<file path="src/include/csr_macros.svh">
`ifndef CSR_MACROS_SVH
`define CSR_MACROS_SVH

// Datapath widths
`define XLEN 32
`define CSR_ADDR_W 12

// mstatus field positions
`define MSTATUS_SIE 1
`define MSTATUS_MIE 3
`define MSTATUS_SPIE 5
`define MSTATUS_MPIE 7
`define MSTATUS_SPP 8
`define MSTATUS_MPP_LO 11

// Vectored mode select in mtvec/stvec
`define TVEC_MODE_BIT 0

// Interrupt bit groups in mip/mie
`define SMASK_INT 32'h0000_0222
`define MMASK_INT 32'h0000_0888

// RV32 with I, S and U
`define MISA_RESET 32'h4014_0100

`endif

</file>
<file path="src/csr_arch_pkg.sv">
`include "csr_macros.svh"

package csr_arch_pkg;

  typedef logic [`XLEN-1:0] csr_word_t;

  typedef enum logic [1:0] {
    PRIV_U = 2'd0,
    PRIV_S = 2'd1,
    PRIV_M = 2'd3
  } priv_t;

  // Implemented CSR addresses
  typedef enum logic [`CSR_ADDR_W-1:0] {
    CSR_SSTATUS  = 12'h100,
    CSR_SIE      = 12'h104,
    CSR_STVEC    = 12'h105,
    CSR_SSCRATCH = 12'h140,
    CSR_SEPC     = 12'h141,
    CSR_SCAUSE   = 12'h142,
    CSR_STVAL    = 12'h143,
    CSR_SIP      = 12'h144,
    CSR_MSTATUS  = 12'h300,
    CSR_MISA     = 12'h301,
    CSR_MEDELEG  = 12'h302,
    CSR_MIE      = 12'h304,
    CSR_MTVEC    = 12'h305,
    CSR_MSCRATCH = 12'h340,
    CSR_MEPC     = 12'h341,
    CSR_MCAUSE   = 12'h342,
    CSR_MTVAL    = 12'h343,
    CSR_MIP      = 12'h344
  } csr_addr_t;

  typedef enum logic [3:0] {
    EXC_INSTR_MISALIGN = 4'd0,
    EXC_ILLEGAL_INSTR  = 4'd2,
    EXC_BREAKPOINT     = 4'd3,
    EXC_LOAD_MISALIGN  = 4'd4,
    EXC_LOAD_FAULT     = 4'd5,
    EXC_STORE_MISALIGN = 4'd6,
    EXC_STORE_FAULT    = 4'd7,
    EXC_ECALL_U        = 4'd8,
    EXC_ECALL_S        = 4'd9,
    EXC_ECALL_M        = 4'd11
  } exc_cause_t;

  typedef enum logic [3:0] {
    IRQ_SSI = 4'd1,
    IRQ_MSI = 4'd3,
    IRQ_STI = 4'd5,
    IRQ_MTI = 4'd7,
    IRQ_SEI = 4'd9,
    IRQ_MEI = 4'd11
  } irq_cause_t;

endpackage

</file>
<file path="src/csr_bus_pkg.sv">
package csr_bus_pkg;

  import csr_arch_pkg::*;

  typedef enum logic [1:0] {
    CSR_RW = 2'd0,
    CSR_RS = 2'd1,
    CSR_RC = 2'd2
  } csr_op_t;

  typedef struct packed {
    csr_op_t   op;
    csr_addr_t addr;
    csr_word_t wdata;
  } csr_req_t;

  typedef struct packed {
    csr_word_t rdata;
    logic      illegal;
  } csr_rsp_t;

  typedef enum logic [1:0] {
    TRAP_NONE = 2'd0,
    TRAP_EXC  = 2'd1,
    TRAP_MRET = 2'd2,
    TRAP_SRET = 2'd3
  } trap_kind_t;

  // pc is the address of the trapping instruction
  typedef struct packed {
    trap_kind_t kind;
    exc_cause_t cause;
    csr_word_t  pc;
    csr_word_t  tval;
  } trap_evt_t;

  typedef enum logic [1:0] {
    WR_IDLE      = 2'd0,
    WR_CSR_WRITE = 2'd1,
    WR_ENTER     = 2'd2,
    WR_RETURN    = 2'd3
  } wr_kind_t;

  // On ENTER/RETURN, addr names the epc of the level involved
  typedef struct packed {
    wr_kind_t  kind;
    csr_addr_t addr;
    csr_word_t data;
    csr_word_t cause;
    csr_word_t epc;
    csr_word_t tval;
    priv_t     target;
  } bank_wr_t;

endpackage

</file>
<file path="src/csr_access.sv">
module csr_access (
  input  logic                    clk,
  input  logic                    rst_n,
  input  logic                    req_valid,
  input  csr_bus_pkg::csr_req_t   req,
  output logic                    req_ready,
  input  logic                    grant_instr,
  input  csr_arch_pkg::csr_word_t bank_rdata,
  input  csr_arch_pkg::priv_t     priv,
  output csr_arch_pkg::csr_addr_t rd_addr,
  output csr_bus_pkg::bank_wr_t   wr_req,
  output logic                    rsp_valid,
  output csr_bus_pkg::csr_rsp_t   rsp
);

  import csr_arch_pkg::*;
  import csr_bus_pkg::*;

  logic      known;
  logic      illegal;
  logic      xfer;
  csr_word_t new_val;

  always_comb begin
    case (req.addr)
      CSR_SSTATUS, CSR_SIE, CSR_STVEC, CSR_SSCRATCH,
      CSR_SEPC, CSR_SCAUSE, CSR_STVAL, CSR_SIP,
      CSR_MSTATUS, CSR_MISA, CSR_MEDELEG, CSR_MIE, CSR_MTVEC,
      CSR_MSCRATCH, CSR_MEPC, CSR_MCAUSE, CSR_MTVAL, CSR_MIP: known = 1'b1;
      default: known = 1'b0;
    endcase
  end

  // Bits 9:8 of the address give the lowest privilege allowed
  assign illegal = !known || (req.addr[9:8] > priv);

  always_comb begin
    case (req.op)
      CSR_RW:  new_val = req.wdata;
      CSR_RS:  new_val = bank_rdata | req.wdata;
      CSR_RC:  new_val = bank_rdata & ~req.wdata;
      default: new_val = bank_rdata;
    endcase
  end

  assign req_ready = grant_instr;
  assign xfer      = req_valid && req_ready;
  assign rd_addr   = req.addr;

  // The arbiter decides whether this reaches the bank
  always_comb begin
    wr_req        = '0;
    wr_req.addr   = req.addr;
    wr_req.data   = new_val;
    wr_req.target = priv;
    if (req_valid && !illegal && (req.addr != CSR_MISA)) begin
      wr_req.kind = WR_CSR_WRITE;
    end
  end

  always_ff @(posedge clk or negedge rst_n) begin
    if (!rst_n) begin
      rsp_valid <= 1'b0;
    end else begin
      rsp_valid <= xfer;
    end
  end

  // Old value, captured in the transfer cycle
  always_ff @(posedge clk) begin
    if (xfer) begin
      rsp.rdata   <= illegal ? '0 : bank_rdata;
      rsp.illegal <= illegal;
    end
  end

  // A stalled request stays valid with the same payload
  a_stall_holds: assert property (@(posedge clk) disable iff (!rst_n)
    req_valid && !req_ready |=> req_valid && $stable(req));

endmodule

</file>
<file path="src/csr_bank.sv">
`include "csr_macros.svh"

module csr_bank (
  input  logic                    clk,
  input  logic                    rst_n,
  input  csr_bus_pkg::bank_wr_t   bank_wr,
  input  csr_arch_pkg::csr_addr_t rd_addr,
  output csr_arch_pkg::csr_word_t rdata,
  output csr_arch_pkg::priv_t     priv,
  output csr_arch_pkg::csr_word_t mstatus,
  output csr_arch_pkg::csr_word_t medeleg,
  output csr_arch_pkg::csr_word_t mie,
  output csr_arch_pkg::csr_word_t mip,
  output csr_arch_pkg::csr_word_t mtvec,
  output csr_arch_pkg::csr_word_t stvec,
  output csr_arch_pkg::csr_word_t mepc,
  output csr_arch_pkg::csr_word_t sepc
);

  import csr_arch_pkg::*;
  import csr_bus_pkg::*;

  localparam csr_word_t SSTATUS_MASK = (csr_word_t'(1) << `MSTATUS_SIE)
                                     | (csr_word_t'(1) << `MSTATUS_SPIE)
                                     | (csr_word_t'(1) << `MSTATUS_SPP);

  csr_word_t mscratch;
  csr_word_t mcause;
  csr_word_t mtval;
  csr_word_t sscratch;
  csr_word_t scause;
  csr_word_t stval;
  csr_word_t mstatus_nx;
  priv_t     priv_nx;
  logic      s_level;

  assign s_level = (bank_wr.addr == CSR_SEPC);

  always_comb begin
    mstatus_nx = mstatus;
    priv_nx    = priv;
    case (bank_wr.kind)
      WR_ENTER: begin
        priv_nx = bank_wr.target;
        if (s_level) begin
          mstatus_nx[`MSTATUS_SPP]  = priv[0];
          mstatus_nx[`MSTATUS_SPIE] = mstatus[`MSTATUS_SIE];
          mstatus_nx[`MSTATUS_SIE]  = 1'b0;
        end else begin
          mstatus_nx[`MSTATUS_MPP_LO +: 2] = priv;
          mstatus_nx[`MSTATUS_MPIE]        = mstatus[`MSTATUS_MIE];
          mstatus_nx[`MSTATUS_MIE]         = 1'b0;
        end
      end
      WR_RETURN: begin
        // Target privilege was taken from SPP/MPP by the trap path
        priv_nx = bank_wr.target;
        if (s_level) begin
          mstatus_nx[`MSTATUS_SIE]  = mstatus[`MSTATUS_SPIE];
          mstatus_nx[`MSTATUS_SPIE] = 1'b1;
          mstatus_nx[`MSTATUS_SPP]  = 1'b0;
        end else begin
          mstatus_nx[`MSTATUS_MIE]         = mstatus[`MSTATUS_MPIE];
          mstatus_nx[`MSTATUS_MPIE]        = 1'b1;
          mstatus_nx[`MSTATUS_MPP_LO +: 2] = PRIV_U;
        end
      end
      WR_CSR_WRITE: begin
        if (bank_wr.addr == CSR_MSTATUS) begin
          mstatus_nx = bank_wr.data;
          // MPP value 2 is reserved, map it to U
          if (bank_wr.data[`MSTATUS_MPP_LO +: 2] == 2'b10) begin
            mstatus_nx[`MSTATUS_MPP_LO +: 2] = PRIV_U;
          end
        end else if (bank_wr.addr == CSR_SSTATUS) begin
          mstatus_nx = (mstatus & ~SSTATUS_MASK) | (bank_wr.data & SSTATUS_MASK);
        end
      end
      default: mstatus_nx = mstatus;
    endcase
  end

  always_ff @(posedge clk or negedge rst_n) begin
    if (!rst_n) begin
      mstatus <= '0;
      priv    <= PRIV_M;
    end else begin
      mstatus <= mstatus_nx;
      priv    <= priv_nx;
    end
  end

  always_ff @(posedge clk or negedge rst_n) begin
    if (!rst_n) begin
      medeleg  <= '0;
      mie      <= '0;
      mip      <= '0;
      mtvec    <= '0;
      mscratch <= '0;
      mepc     <= '0;
      mcause   <= '0;
      mtval    <= '0;
      stvec    <= '0;
      sscratch <= '0;
      sepc     <= '0;
      scause   <= '0;
      stval    <= '0;
    end else if (bank_wr.kind == WR_ENTER) begin
      if (s_level) begin
        sepc   <= bank_wr.epc;
        scause <= bank_wr.cause;
        stval  <= bank_wr.tval;
      end else begin
        mepc   <= bank_wr.epc;
        mcause <= bank_wr.cause;
        mtval  <= bank_wr.tval;
      end
    end else if (bank_wr.kind == WR_CSR_WRITE) begin
      case (bank_wr.addr)
        CSR_MEDELEG:  medeleg  <= bank_wr.data;
        CSR_MIE:      mie      <= bank_wr.data;
        CSR_MIP:      mip      <= bank_wr.data;
        CSR_MTVEC:    mtvec    <= bank_wr.data;
        CSR_MSCRATCH: mscratch <= bank_wr.data;
        CSR_MEPC:     mepc     <= bank_wr.data;
        CSR_MCAUSE:   mcause   <= bank_wr.data;
        CSR_MTVAL:    mtval    <= bank_wr.data;
        CSR_STVEC:    stvec    <= bank_wr.data;
        CSR_SSCRATCH: sscratch <= bank_wr.data;
        CSR_SEPC:     sepc     <= bank_wr.data;
        CSR_SCAUSE:   scause   <= bank_wr.data;
        CSR_STVAL:    stval    <= bank_wr.data;
        // Supervisor views only reach bits 1, 5 and 9
        CSR_SIE: mie <= (mie & ~`SMASK_INT) | (bank_wr.data & `SMASK_INT);
        CSR_SIP: mip <= (mip & ~`SMASK_INT) | (bank_wr.data & `SMASK_INT);
        default: mscratch <= mscratch;
      endcase
    end
  end

  always_comb begin
    case (rd_addr)
      CSR_SSTATUS:  rdata = mstatus & SSTATUS_MASK;
      CSR_SIE:      rdata = mie & `SMASK_INT;
      CSR_STVEC:    rdata = stvec;
      CSR_SSCRATCH: rdata = sscratch;
      CSR_SEPC:     rdata = sepc;
      CSR_SCAUSE:   rdata = scause;
      CSR_STVAL:    rdata = stval;
      CSR_SIP:      rdata = mip & `SMASK_INT;
      CSR_MSTATUS:  rdata = mstatus;
      CSR_MISA:     rdata = `MISA_RESET;
      CSR_MEDELEG:  rdata = medeleg;
      CSR_MIE:      rdata = mie;
      CSR_MTVEC:    rdata = mtvec;
      CSR_MSCRATCH: rdata = mscratch;
      CSR_MEPC:     rdata = mepc;
      CSR_MCAUSE:   rdata = mcause;
      CSR_MTVAL:    rdata = mtval;
      CSR_MIP:      rdata = mip;
      default:      rdata = '0;
    endcase
  end

endmodule

</file>
<file path="src/csr_unit.sv">
module csr_unit (
  input  logic                    clk,
  input  logic                    rst_n,
  input  logic                    req_valid,
  output logic                    req_ready,
  input  csr_bus_pkg::csr_req_t   req,
  output logic                    rsp_valid,
  output csr_bus_pkg::csr_rsp_t   rsp,
  input  csr_bus_pkg::trap_evt_t  evt,
  output logic                    redirect_valid,
  output csr_arch_pkg::csr_word_t redirect_pc,
  output csr_arch_pkg::priv_t     priv,
  output logic                    machine_interrupt
);

  import csr_arch_pkg::*;
  import csr_bus_pkg::*;

  bank_wr_t   instr_req;
  bank_wr_t   trap_req;
  bank_wr_t   bank_wr;
  logic       grant_instr;
  csr_addr_t  rd_addr;
  csr_word_t  rdata;
  csr_word_t  mstatus;
  csr_word_t  medeleg;
  csr_word_t  mie;
  csr_word_t  mip;
  csr_word_t  mtvec;
  csr_word_t  stvec;
  csr_word_t  mepc;
  csr_word_t  sepc;
  irq_cause_t irq_cause;

  csr_access u_access (
    .clk         (clk),
    .rst_n       (rst_n),
    .req_valid   (req_valid),
    .req         (req),
    .req_ready   (req_ready),
    .grant_instr (grant_instr),
    .bank_rdata  (rdata),
    .priv        (priv),
    .rd_addr     (rd_addr),
    .wr_req      (instr_req),
    .rsp_valid   (rsp_valid),
    .rsp         (rsp)
  );

  irq_ctrl u_irq (
    .mip       (mip),
    .mie       (mie),
    .mstatus   (mstatus),
    .priv      (priv),
    .irq_take  (machine_interrupt),
    .irq_cause (irq_cause)
  );

  trap_ctrl u_trap (
    .clk            (clk),
    .rst_n          (rst_n),
    .evt            (evt),
    .irq_take       (machine_interrupt),
    .irq_cause      (irq_cause),
    .priv           (priv),
    .mstatus        (mstatus),
    .medeleg        (medeleg),
    .mtvec          (mtvec),
    .stvec          (stvec),
    .mepc           (mepc),
    .sepc           (sepc),
    .trap_req       (trap_req),
    .redirect_valid (redirect_valid),
    .redirect_pc    (redirect_pc)
  );

  csr_write_arbiter u_arb (
    .trap_req    (trap_req),
    .instr_req   (instr_req),
    .grant_instr (grant_instr),
    .bank_wr     (bank_wr)
  );

  csr_bank u_bank (
    .clk     (clk),
    .rst_n   (rst_n),
    .bank_wr (bank_wr),
    .rd_addr (rd_addr),
    .rdata   (rdata),
    .priv    (priv),
    .mstatus (mstatus),
    .medeleg (medeleg),
    .mie     (mie),
    .mip     (mip),
    .mtvec   (mtvec),
    .stvec   (stvec),
    .mepc    (mepc),
    .sepc    (sepc)
  );

endmodule

</file>
<file path="src/csr_write_arbiter.sv">
module csr_write_arbiter (
  input  csr_bus_pkg::bank_wr_t trap_req,
  input  csr_bus_pkg::bank_wr_t instr_req,
  output logic                  grant_instr,
  output csr_bus_pkg::bank_wr_t bank_wr
);

  import csr_bus_pkg::*;

  // Traps cannot be stalled, so they always win
  assign grant_instr = (trap_req.kind == WR_IDLE);
  assign bank_wr     = grant_instr ? instr_req : trap_req;

  always_comb begin
    if (trap_req.kind != WR_IDLE) begin
      a_trap_wins: assert final (bank_wr.kind != WR_CSR_WRITE);
    end
  end

endmodule

</file>
<file path="src/irq_ctrl.sv">
`include "csr_macros.svh"

module irq_ctrl (
  input  csr_arch_pkg::csr_word_t  mip,
  input  csr_arch_pkg::csr_word_t  mie,
  input  csr_arch_pkg::csr_word_t  mstatus,
  input  csr_arch_pkg::priv_t      priv,
  output logic                     irq_take,
  output csr_arch_pkg::irq_cause_t irq_cause
);

  import csr_arch_pkg::*;

  csr_word_t pend;

  // Only the six standard interrupt lines count
  assign pend = mip & mie & (`MMASK_INT | `SMASK_INT);

  // MEI, MSI, MTI, SEI, SSI, STI
  always_comb begin
    if (pend[IRQ_MEI]) begin
      irq_cause = IRQ_MEI;
    end else if (pend[IRQ_MSI]) begin
      irq_cause = IRQ_MSI;
    end else if (pend[IRQ_MTI]) begin
      irq_cause = IRQ_MTI;
    end else if (pend[IRQ_SEI]) begin
      irq_cause = IRQ_SEI;
    end else if (pend[IRQ_SSI]) begin
      irq_cause = IRQ_SSI;
    end else begin
      irq_cause = IRQ_STI;
    end
  end

  // Below M the global enable does not apply
  assign irq_take = (|pend) && ((priv != PRIV_M) || mstatus[`MSTATUS_MIE]);

endmodule

</file>
<file path="src/trap_ctrl.sv">
`include "csr_macros.svh"

module trap_ctrl (
  input  logic                     clk,
  input  logic                     rst_n,
  input  csr_bus_pkg::trap_evt_t   evt,
  input  logic                     irq_take,
  input  csr_arch_pkg::irq_cause_t irq_cause,
  input  csr_arch_pkg::priv_t      priv,
  input  csr_arch_pkg::csr_word_t  mstatus,
  input  csr_arch_pkg::csr_word_t  medeleg,
  input  csr_arch_pkg::csr_word_t  mtvec,
  input  csr_arch_pkg::csr_word_t  stvec,
  input  csr_arch_pkg::csr_word_t  mepc,
  input  csr_arch_pkg::csr_word_t  sepc,
  output csr_bus_pkg::bank_wr_t    trap_req,
  output logic                     redirect_valid,
  output csr_arch_pkg::csr_word_t  redirect_pc
);

  import csr_arch_pkg::*;
  import csr_bus_pkg::*;

  logic      to_s;
  csr_word_t tvec_sel;
  csr_word_t tvec_base;
  csr_word_t target_pc;

  // Delegation only applies to exceptions taken below M
  assign to_s = (evt.kind == TRAP_EXC) && (priv != PRIV_M) && medeleg[evt.cause];

  assign tvec_sel  = to_s ? stvec : mtvec;
  assign tvec_base = {tvec_sel[`XLEN-1:2], 2'b00};

  always_comb begin
    trap_req     = '0;
    trap_req.epc = evt.pc;
    target_pc    = tvec_base;
    case (evt.kind)
      TRAP_EXC: begin
        trap_req.kind   = WR_ENTER;
        trap_req.addr   = to_s ? CSR_SEPC : CSR_MEPC;
        trap_req.cause  = {{(`XLEN-4){1'b0}}, evt.cause};
        trap_req.tval   = evt.tval;
        trap_req.target = to_s ? PRIV_S : PRIV_M;
      end
      TRAP_MRET: begin
        trap_req.kind   = WR_RETURN;
        trap_req.addr   = CSR_MEPC;
        trap_req.target = priv_t'(mstatus[`MSTATUS_MPP_LO +: 2]);
        target_pc       = mepc;
      end
      TRAP_SRET: begin
        trap_req.kind   = WR_RETURN;
        trap_req.addr   = CSR_SEPC;
        trap_req.target = priv_t'({1'b0, mstatus[`MSTATUS_SPP]});
        target_pc       = sepc;
      end
      default: begin
        // Interrupts only when no event is present
        if (irq_take) begin
          trap_req.kind   = WR_ENTER;
          trap_req.addr   = CSR_MEPC;
          trap_req.cause  = {1'b1, {(`XLEN-5){1'b0}}, irq_cause};
          trap_req.target = PRIV_M;
          if (mtvec[`TVEC_MODE_BIT]) begin
            target_pc = tvec_base + {{(`XLEN-6){1'b0}}, irq_cause, 2'b00};
          end
        end
      end
    endcase
    trap_req.data = target_pc;
  end

  always_ff @(posedge clk or negedge rst_n) begin
    if (!rst_n) begin
      redirect_valid <= 1'b0;
    end else begin
      redirect_valid <= (trap_req.kind != WR_IDLE);
    end
  end

  always_ff @(posedge clk) begin
    if (trap_req.kind != WR_IDLE) begin
      redirect_pc <= target_pc;
    end
  end

  a_mret_from_m: assert property (@(posedge clk) disable iff (!rst_n)
    (evt.kind == TRAP_MRET) |-> (priv == PRIV_M));

  // Checks the bank update one edge later
  a_m_entry_masks: assert property (@(posedge clk) disable iff (!rst_n)
    (trap_req.kind == WR_ENTER) && (trap_req.target == PRIV_M)
    |=> !mstatus[`MSTATUS_MIE] && (priv == PRIV_M));

endmodule

</file>
<file path="config.mk">
export PLATFORM = sky130hd
export DESIGN_NAME = csr_unit
export DESIGN_NICKNAME = d
export VERILOG_FILES = /design/src/csr_arch_pkg.sv /design/src/csr_bus_pkg.sv /design/src/csr_access.sv /design/src/csr_bank.sv /design/src/csr_unit.sv /design/src/csr_write_arbiter.sv /design/src/irq_ctrl.sv /design/src/trap_ctrl.sv
export VERILOG_INCLUDE_DIRS = /design/src /design/src/include
export SDC_FILE = /design/constraint.sdc
export NUM_CORES = 1
export LEC_CHECK = 0
export BUFFER_PORTS_ARGS = -buffer_cell sky130_fd_sc_hd__buf_2
export CORE_MARGIN = 2
export CORE_UTILIZATION = 38
export DETAILED_ROUTE_END_ITERATION = 12
export PLACE_DENSITY = 0.59
export SYNTH_ARGS = -nofsm -noshare
export SYNTH_HDL_FRONTEND = slang
export SYNTH_SLANG_ARGS = --single-unit
</file>
<file path="constraint.sdc">
create_clock -name clk -period 7.95 [get_ports clk]
set_clock_uncertainty 0.15 [all_clocks]
set_input_delay 0.795 -clock clk [delete_from_list [all_inputs] [get_ports clk]]
set_output_delay 0.795 -clock clk [all_outputs]
set_load 0.05 [all_outputs]
</file>
Yosys cells after proc, flatten, opt, wreduce, memory -nomap -nowiden
Cells that the tools add are included.

Logic and storage cells: 199. ROM bits: 0. Latch bits: 0. Bits in writable memories: 0. Input bits: 119. Output and inout port bits: 71. Memories kept: 0. Bits in registers: 517.

Reductions and logical operators: 44. Eq/ne operators: 51. Mux-type cells: 70. Bitwise logic cells: 9. $add $sub $neg: 1. Div/mod/pow operators: 0. Multiply operators: 0. Order comparisons: 2. Shift-type cells: 0.

Operators with widths (count): two-way mux 32 bit (31); one-hot mux 32 bit (18 select lines) (1); == test 12 x 10 -> 1 bit, second input constant (19); == test 12 x 9 -> 1 bit, second input constant (16); one-hot mux 32 bit (2 select lines) (3); one-hot mux 32 bit (3 select lines) (2); two-way mux 144 bit (1); bitwise OR 32 x 10 -> 32 bit (2); one-hot mux 14 bit (3 select lines) (1); AND reduction 3 bit (12); adder 32 x 6 -> 32 bit (1); AND 32 bit (1); inverter 32 bit (1); bitwise OR 32 bit (1); bitwise OR 32 x 9 -> 32 bit (1); nonzero test 2 bit (10); one-hot mux 2 bit (3 select lines) (3); OR reduction 18 bit (1); two-way mux 4 bit (4); two-way mux 14 bit (1); AND 12 bit (1); == test 2 bit, second input constant (6); two-way mux 1 bit (12); != test 12 x 10 -> 1 bit, second input constant (1); other kinds (21) (45).

Logic depth before layout (Yosys ltp)
Depth after elaboration: 15. Depth in mapped cells: 17. Gate-level depth less buffers: 14.

Modules after synthesis
From an unflattened synthesis, not the netlist that was laid out.

Cells, all modules: 2900. Area, all modules: 31004.7 µm².

By module, submodules not included: csr_bank (area an instance 21861.0 µm², times used 1, seq. area each 11263.3 µm², cells each 1836); trap_ctrl (area an instance 4237.8 µm², times used 1, seq. area each 985.9 µm², cells each 495); csr_access (area an instance 3093.0 µm², times used 1, seq. area each 1016.0 µm², cells each 395); csr_write_arbiter (area an instance 1729.2 µm², times used 1, seq. area each 0.0 µm², cells each 162); irq_ctrl (area an instance 83.8 µm², times used 1, seq. area each 0.0 µm², cells each 12).

Worst setup path after synthesis
OpenSTA, ideal clock, no wires.

Kind: input-to-reg. Start: input port evt[64] (netlist bit). End: register u_trap.redirect_pc[31] (data pin). Required time: 7.539 ns. Arrival time: 4.177 ns. Setup time: 0.261 ns. Slack: 3.363 ns. Stages on the path: 17. Path buffers: 3. Cell sequence: buf_4 > mux2i_1 > a2111oi_2 > nand3_1 > nand2_1 > buf_2 > buf_2 > nand2_1 > nand2_1 > ha_1 > o21ai_0 > a211oi_2 > nand4_1 > or3_1 > a21oi_1 > o21ai_0 > a221o_1.

RTL lines: start: declaration (RTL line csr_unit.sv:9) `input csr_bus_pkg::trap_evt_t evt,`; end signal: assignment (RTL line trap_ctrl.sv:85) `redirect_pc <= target_pc;`; end: declaration (RTL line trap_ctrl.sv:18) `output csr_arch_pkg::csr_word_t redirect_pc`.

Worst setup path after layout
Start: input port evt[69] (netlist bit). End: register u_bank.stvec[25].

Cells in the longest elaborated chain, start to end: 9. Elaborated cells between the ends (all ways): 19. Those cells by class: add/sub: 1; eq/ne: 6; mux: 7; bitwise: 1; reduce/logical: 4.

RTL lines: == test 2 x 1 -> 1 bit (RTL line trap_ctrl.sv:30, trap_ctrl.sv:39); logical AND 1 bit (2 in series) (RTL line trap_ctrl.sv:30) `assign to_s = (evt.kind == TRAP_EXC) && (priv != PRIV_M) && medeleg[evt.cause];`; two-way mux 32 bit (RTL line trap_ctrl.sv:32) `assign tvec_sel = to_s ? stvec : mtvec;`; adder 32 x 6 -> 32 bit (RTL line trap_ctrl.sv:67) `` target_pc = tvec_base + {{(`XLEN-6){1'b0}}, irq_cause, 2'b00}; ``; two-way mux 32 bit (RTL line trap_ctrl.sv:66) `` if (mtvec[`TVEC_MODE_BIT]) begin ``; two-way mux 32 bit (RTL line trap_ctrl.sv:61) `if (irq_take) begin`; one-hot mux 32 bit (3 select lines) (RTL line trap_ctrl.sv:39) `case (evt.kind)`; two-way mux 144 bit * (RTL line csr_write_arbiter.sv:12) `assign bank_wr = grant_instr ? instr_req : trap_req;`; end signal: assignment (RTL line csr_bank.sv:128) `CSR_STVEC: stvec <= bank_wr.data;`; end: declaration (RTL line csr_bank.sv:15) `output csr_arch_pkg::csr_word_t stvec,`.

Mark *: on every way between the ends. The rest lies on a longest branch, timed or not. A chain may end at the register's enable or synchronous reset.

==> results_tabular.tex <==
\begin{tabular}{lr}
\hline
Metric & Value \\
\hline
\multicolumn{2}{l}{\textbf{Synthesis}} \\
Fraction of registers with async set/reset & 87.4\% \\
Gate Count Post-Synth & 2942 \\
Yosys cell types & 118 \\
Top\_reg\_cell synth & dfrtp\_1 \\
Mean area per synthesized cell & 9.43 sq um \\
EDFF count, synth & 65 \\
Synthesized netlist net count & 3067 \\
FF+latch count, synth & 517 \\
Combined area of all synthesized cells & 27700 sq um \\
Sequential element share of the synthesized area & 47.8\% \\
Yosys synthesis warning count & 0 \\
\multicolumn{2}{l}{\textbf{Power}} \\
Fraction of power spent switching nets & 33.6\% \\
Worst voltage drop across the vdd grid & 0.000171 V \\
Power density over cell area & 244 nW/um\^{}2 \\
Share of total power in the clock network & 37.2\% \\
Reported leakage power & 13.1 nW \\
Overall power & 7.72 mW \\
Fraction of power consumed by combinational cells & 19.4\% \\
Reg power frac & 43.4\% \\
Switching pwr & 2.59 mW \\
P\_int & 5.12 mW \\
\multicolumn{2}{l}{\textbf{STA}} \\
Unrepaired setup endpoints after global routing & false \\
Final Cycle Share & 66.9\% \\
Max Freq & 188 MHz \\
Max-slew headroom at the worst pin & 0.368\% \\
Fin. max-slew vios & 0 \\
Number of failing hold endpoints at the final stage & 0 \\
Final critical delay including setup and external delays & 5320 ps \\
Tightest Pin Transition & 1490 ps \\
Setup tns final & 0 ps \\
Final setup violation count & 0 \\
\multicolumn{2}{l}{\textbf{Die}} \\
Placeable Area & 72600 sq um \\
Starting density of the core & 38.2\% \\
Cell row count & 99 \\
Number of I/O pins & 190 \\
Die footprint & 75200 sq um \\
Width of the chip & 274 um \\
Die Y-Extent & 274 um \\
\multicolumn{2}{l}{\textbf{Layout}} \\
Number of nets in the layout & 3169 \\
Layout cells sized above 1 & 17.5\% \\
Final non-filler cell area & 31600 sq um \\
Area growth from synthesis to layout & 13.9\% \\
Number of fill cells & 7179 \\
\multicolumn{2}{l}{\textbf{Worst setup path}} \\
Critical path peak fanout & 31 \\
Worst endpoint required time & 8340 ps \\
CP endpoint kind & register \\
Cell at the slowest stage of the critical path & nand4\_1 \\
Most numerous cell on the critical path & buf\_4 \\
Type of the setup path with the least slack & in -> reg \\
Bufs and invs on worst path & 4 \\
CP Cell Sequence & buf\_2 -> buf\_4 -> a211oi\_1 -> a32oi\_4 -> inv\_2 -> nand2\_4 -> nor3\_4 -> nand4\_1 -> buf\_4 -> mux2\_2 \\
Arr. time, crit path & 5710 ps \\
Category of cells accounting for the largest share of critical-path delay & simple AND/OR/NAND/NOR gates \\
Worst setup SP type & input pin \\
Slowest Stage Delay on Critical Path & 980 ps \\
\multicolumn{2}{l}{\textbf{Placed design}} \\
Routability-driven placement congestion ratio & 1.01 \\
Placed cell areas & 29600 sq um \\
Input/output buffers & 189 \\
Post-DP HPWL & 99500 um \\
\multicolumn{2}{l}{\textbf{Route}} \\
First-pass iteration count of the detailed router & 6 \\
Vias after detailed routing & 26623 \\
DRC & 0 \\
Routed length on met1 & 57500 um \\
Number of vias per cell after detailed routing & 6.56 \\
Top sig layer & met5 \\
Initial DRC Count & 3818 \\
Sum of met2 wire segment lengths after detailed routing & 56000 um \\
Average wire per standard cell & 34.5 um \\
Antenna Nets Post-Route & 0 \\
DR WL met3 & 19600 um \\
Total wire length & 140000 um \\
\multicolumn{2}{l}{\textbf{Clock tree}} \\
Post-CTS Resized & 0 \\
Total of hold buffers inserted after clock tree synthesis & 0 \\
Number of clock sinks & 517 \\
Maximum buffer depth of the clock tree & 3 \\
Clock tree from TritonCTS & built \\
TritonCTS buffer count & 60 \\
Later-pin clock latency in the skew report & 670 ps \\
Buffer count from post-CTS setup fixing & 0 \\
Clock root buffer master & clkbuf\_16 \\
Clock Pin Slew Worst Setup and Hold Paths & 60 ps \\
H-tree level count & 2 \\
\multicolumn{2}{l}{\textbf{Min path}} \\
Class of the worst hold path & in -> async \\
\multicolumn{2}{l}{\textbf{GRT}} \\
First-pass GRT wire length & 195000 um \\
Number of antenna violations at the first check in global routing & 8 \\
Overall overflow remaining after global route & 0 \\
Pin count of the biggest net entering global routing & 129 \\
Total routing usage reported by global routing & 36.8\% \\
Number of global-route vias before repair & 24931 \\
\multicolumn{2}{l}{\textbf{Run}} \\
Max-capacitance violation count & 0 \\
\multicolumn{2}{l}{\textbf{Outcome}} \\
Status & complete, no violations \\
\hline
\end{tabular}
## stage by stage
| stage | instances | hold slack [ps] | utilization [%] | setup WS (ps) |
|---|---|---|---|---|
| floorplan | 2942 | 288 | - | 3360 |
| global placement | 3940 | 304 | 40.7 | 2250 |
| detailed placement | 3940 | 312 | 40.7 | 2110 |
| CTS | 4054 | 126 | 43.5 | 2790 |
| global route | 4055 | 140 | 43.5 | 2340 |
| finish | 4058 | 75.4 | 43.5 | 2630 |
## synthesized netlist by cell type, types with 20 or more instances
cell      count  share of area (%)
nand2_1     431                5.8
o211ai_1     21               0.57
a21oi_1     157                2.8
a221oi_1     20               0.63
dfrtp_1     450                 41
mux2_2       68                2.8
buf_2        82                1.5
clkbuf_1    105                1.4
a22oi_1      60                1.6
and3_1       20               0.45
inv_1        54               0.73
a31oi_1      99                2.2
o21ai_1     105                1.9
nor2_1      228                3.1
edfxtp_1     65                7.0
o21ai_0     205                3.7
nor3_1       48               0.87
buf_4        31               0.84
nand4_1      77                1.7
nand3_1      72                1.3
mux2i_1      95                3.4
## worst paths after layout
kind	from	to	slack, ps	depth (start not counted)
max	evt[69]	u_bank.stvec[25]	2630	10
min	rst_n	u_bank.mtval[21]	80	1
max reg2reg	u_bank.medeleg[15]	u_trap.redirect_pc[31]	2760	14
min reg2reg	u_bank.mstatus[2]	u_bank.mstatus[2]	330	2
max in group asynchronous	rst_n	u_bank.mip[20]	5980	2
min in group clk	evt[20]	u_bank.mtval[20]	260	3
## placed cells by master (no fill, tap or decap), types with 21 or more instances in the layout
| cell type | n |
|---|---|
| a21oi_1 | 157 |
| nand4_1 | 77 |
| nand3_1 | 70 |
| o21ai_1 | 105 |
| mux2_2 | 68 |
| mux2i_1 | 95 |
| o21ai_0 | 205 |
| buf_4 | 87 |
| nand2_1 | 430 |
| buf_2 | 188 |
| nor3_1 | 47 |
| a31oi_1 | 99 |
| a22oi_1 | 60 |
| o211ai_1 | 21 |
| nor2_1 | 227 |
| clkbuf_16 | 62 |
| dfrtp_1 | 450 |
| edfxtp_1 | 65 |
| inv_1 | 53 |
## kinds of logic (layout without fill, tap and decap cells)
kind of cell	after synthesis	count (layout)	synth area share, %
AO/OA/AOI/OAI	891	891	20.9
adder cells (fa/ha/maj)	6	6	0.298
buffers and inverters	298	452	5.04
AND/OR/NAND/NOR	1032	1032	18.3
flip-flops	517	517	47.8
multiplexers	176	176	6.96
XOR/XNOR	22	22	0.695
other	0	3	0
## sequential cells by signal, summed over array words and instances (netlist names)
signal / flops
u_bank.stvec: 32
u_bank.scause: 32
u_bank.sscratch: 32
u_bank.mie: 32
u_bank.stval: 32
u_bank.mip: 32
u_bank.medeleg: 32
u_access.rsp_valid: 1
u_bank.mstatus: 32
u_bank.mcause: 32
u_bank.mtval: 32
u_bank.sepc: 32
u_access.rsp: 33
u_trap.redirect_pc: 32
u_bank.mtvec: 32
u_bank.mscratch: 32
u_bank.mepc: 32
u_bank.priv: 2
u_trap.redirect_valid: 1
## routing by layer
layer  up-vias  track usage [%]
met1     13246             51.9
met2      1947             50.5
li1      11052                -
met3       366             13.6
met5         -                0
met4        12             15.2
## cell type report
cell class / instances / area, sq um / share of cell area, %
Antenna cell: 3 / 7.51 / 0.0238
Clock buffer: 90 / 1810 / 5.72
Clock inverter: 24 / 213 / 0.673
Inverter: 57 / 214 / 0.677
Multi-Input combinational cell: 2127 / 13200 / 41.8
Sequential cell: 517 / 13300 / 42.0
Tap cell: 959 / 1200 / 3.80
Timing Repair Buffer: 281 / 1700 / 5.37
## power groups by stage
| stage | registers, mW | logic [mW] | clock network, mW |
|---|---|---|---|
| floorplan | 3.37 | 0.736 | 0 |
| global placement | 3.36 | 1.42 | 0 |
| detailed placement | 3.37 | 1.44 | 0 |
| CTS | 3.32 | 1.45 | 2.88 |
| global route | 3.37 | 1.57 | 2.99 |
| finish | 3.35 | 1.50 | 2.87 |
No activity file was read; power rests on OpenSTA's default activity.
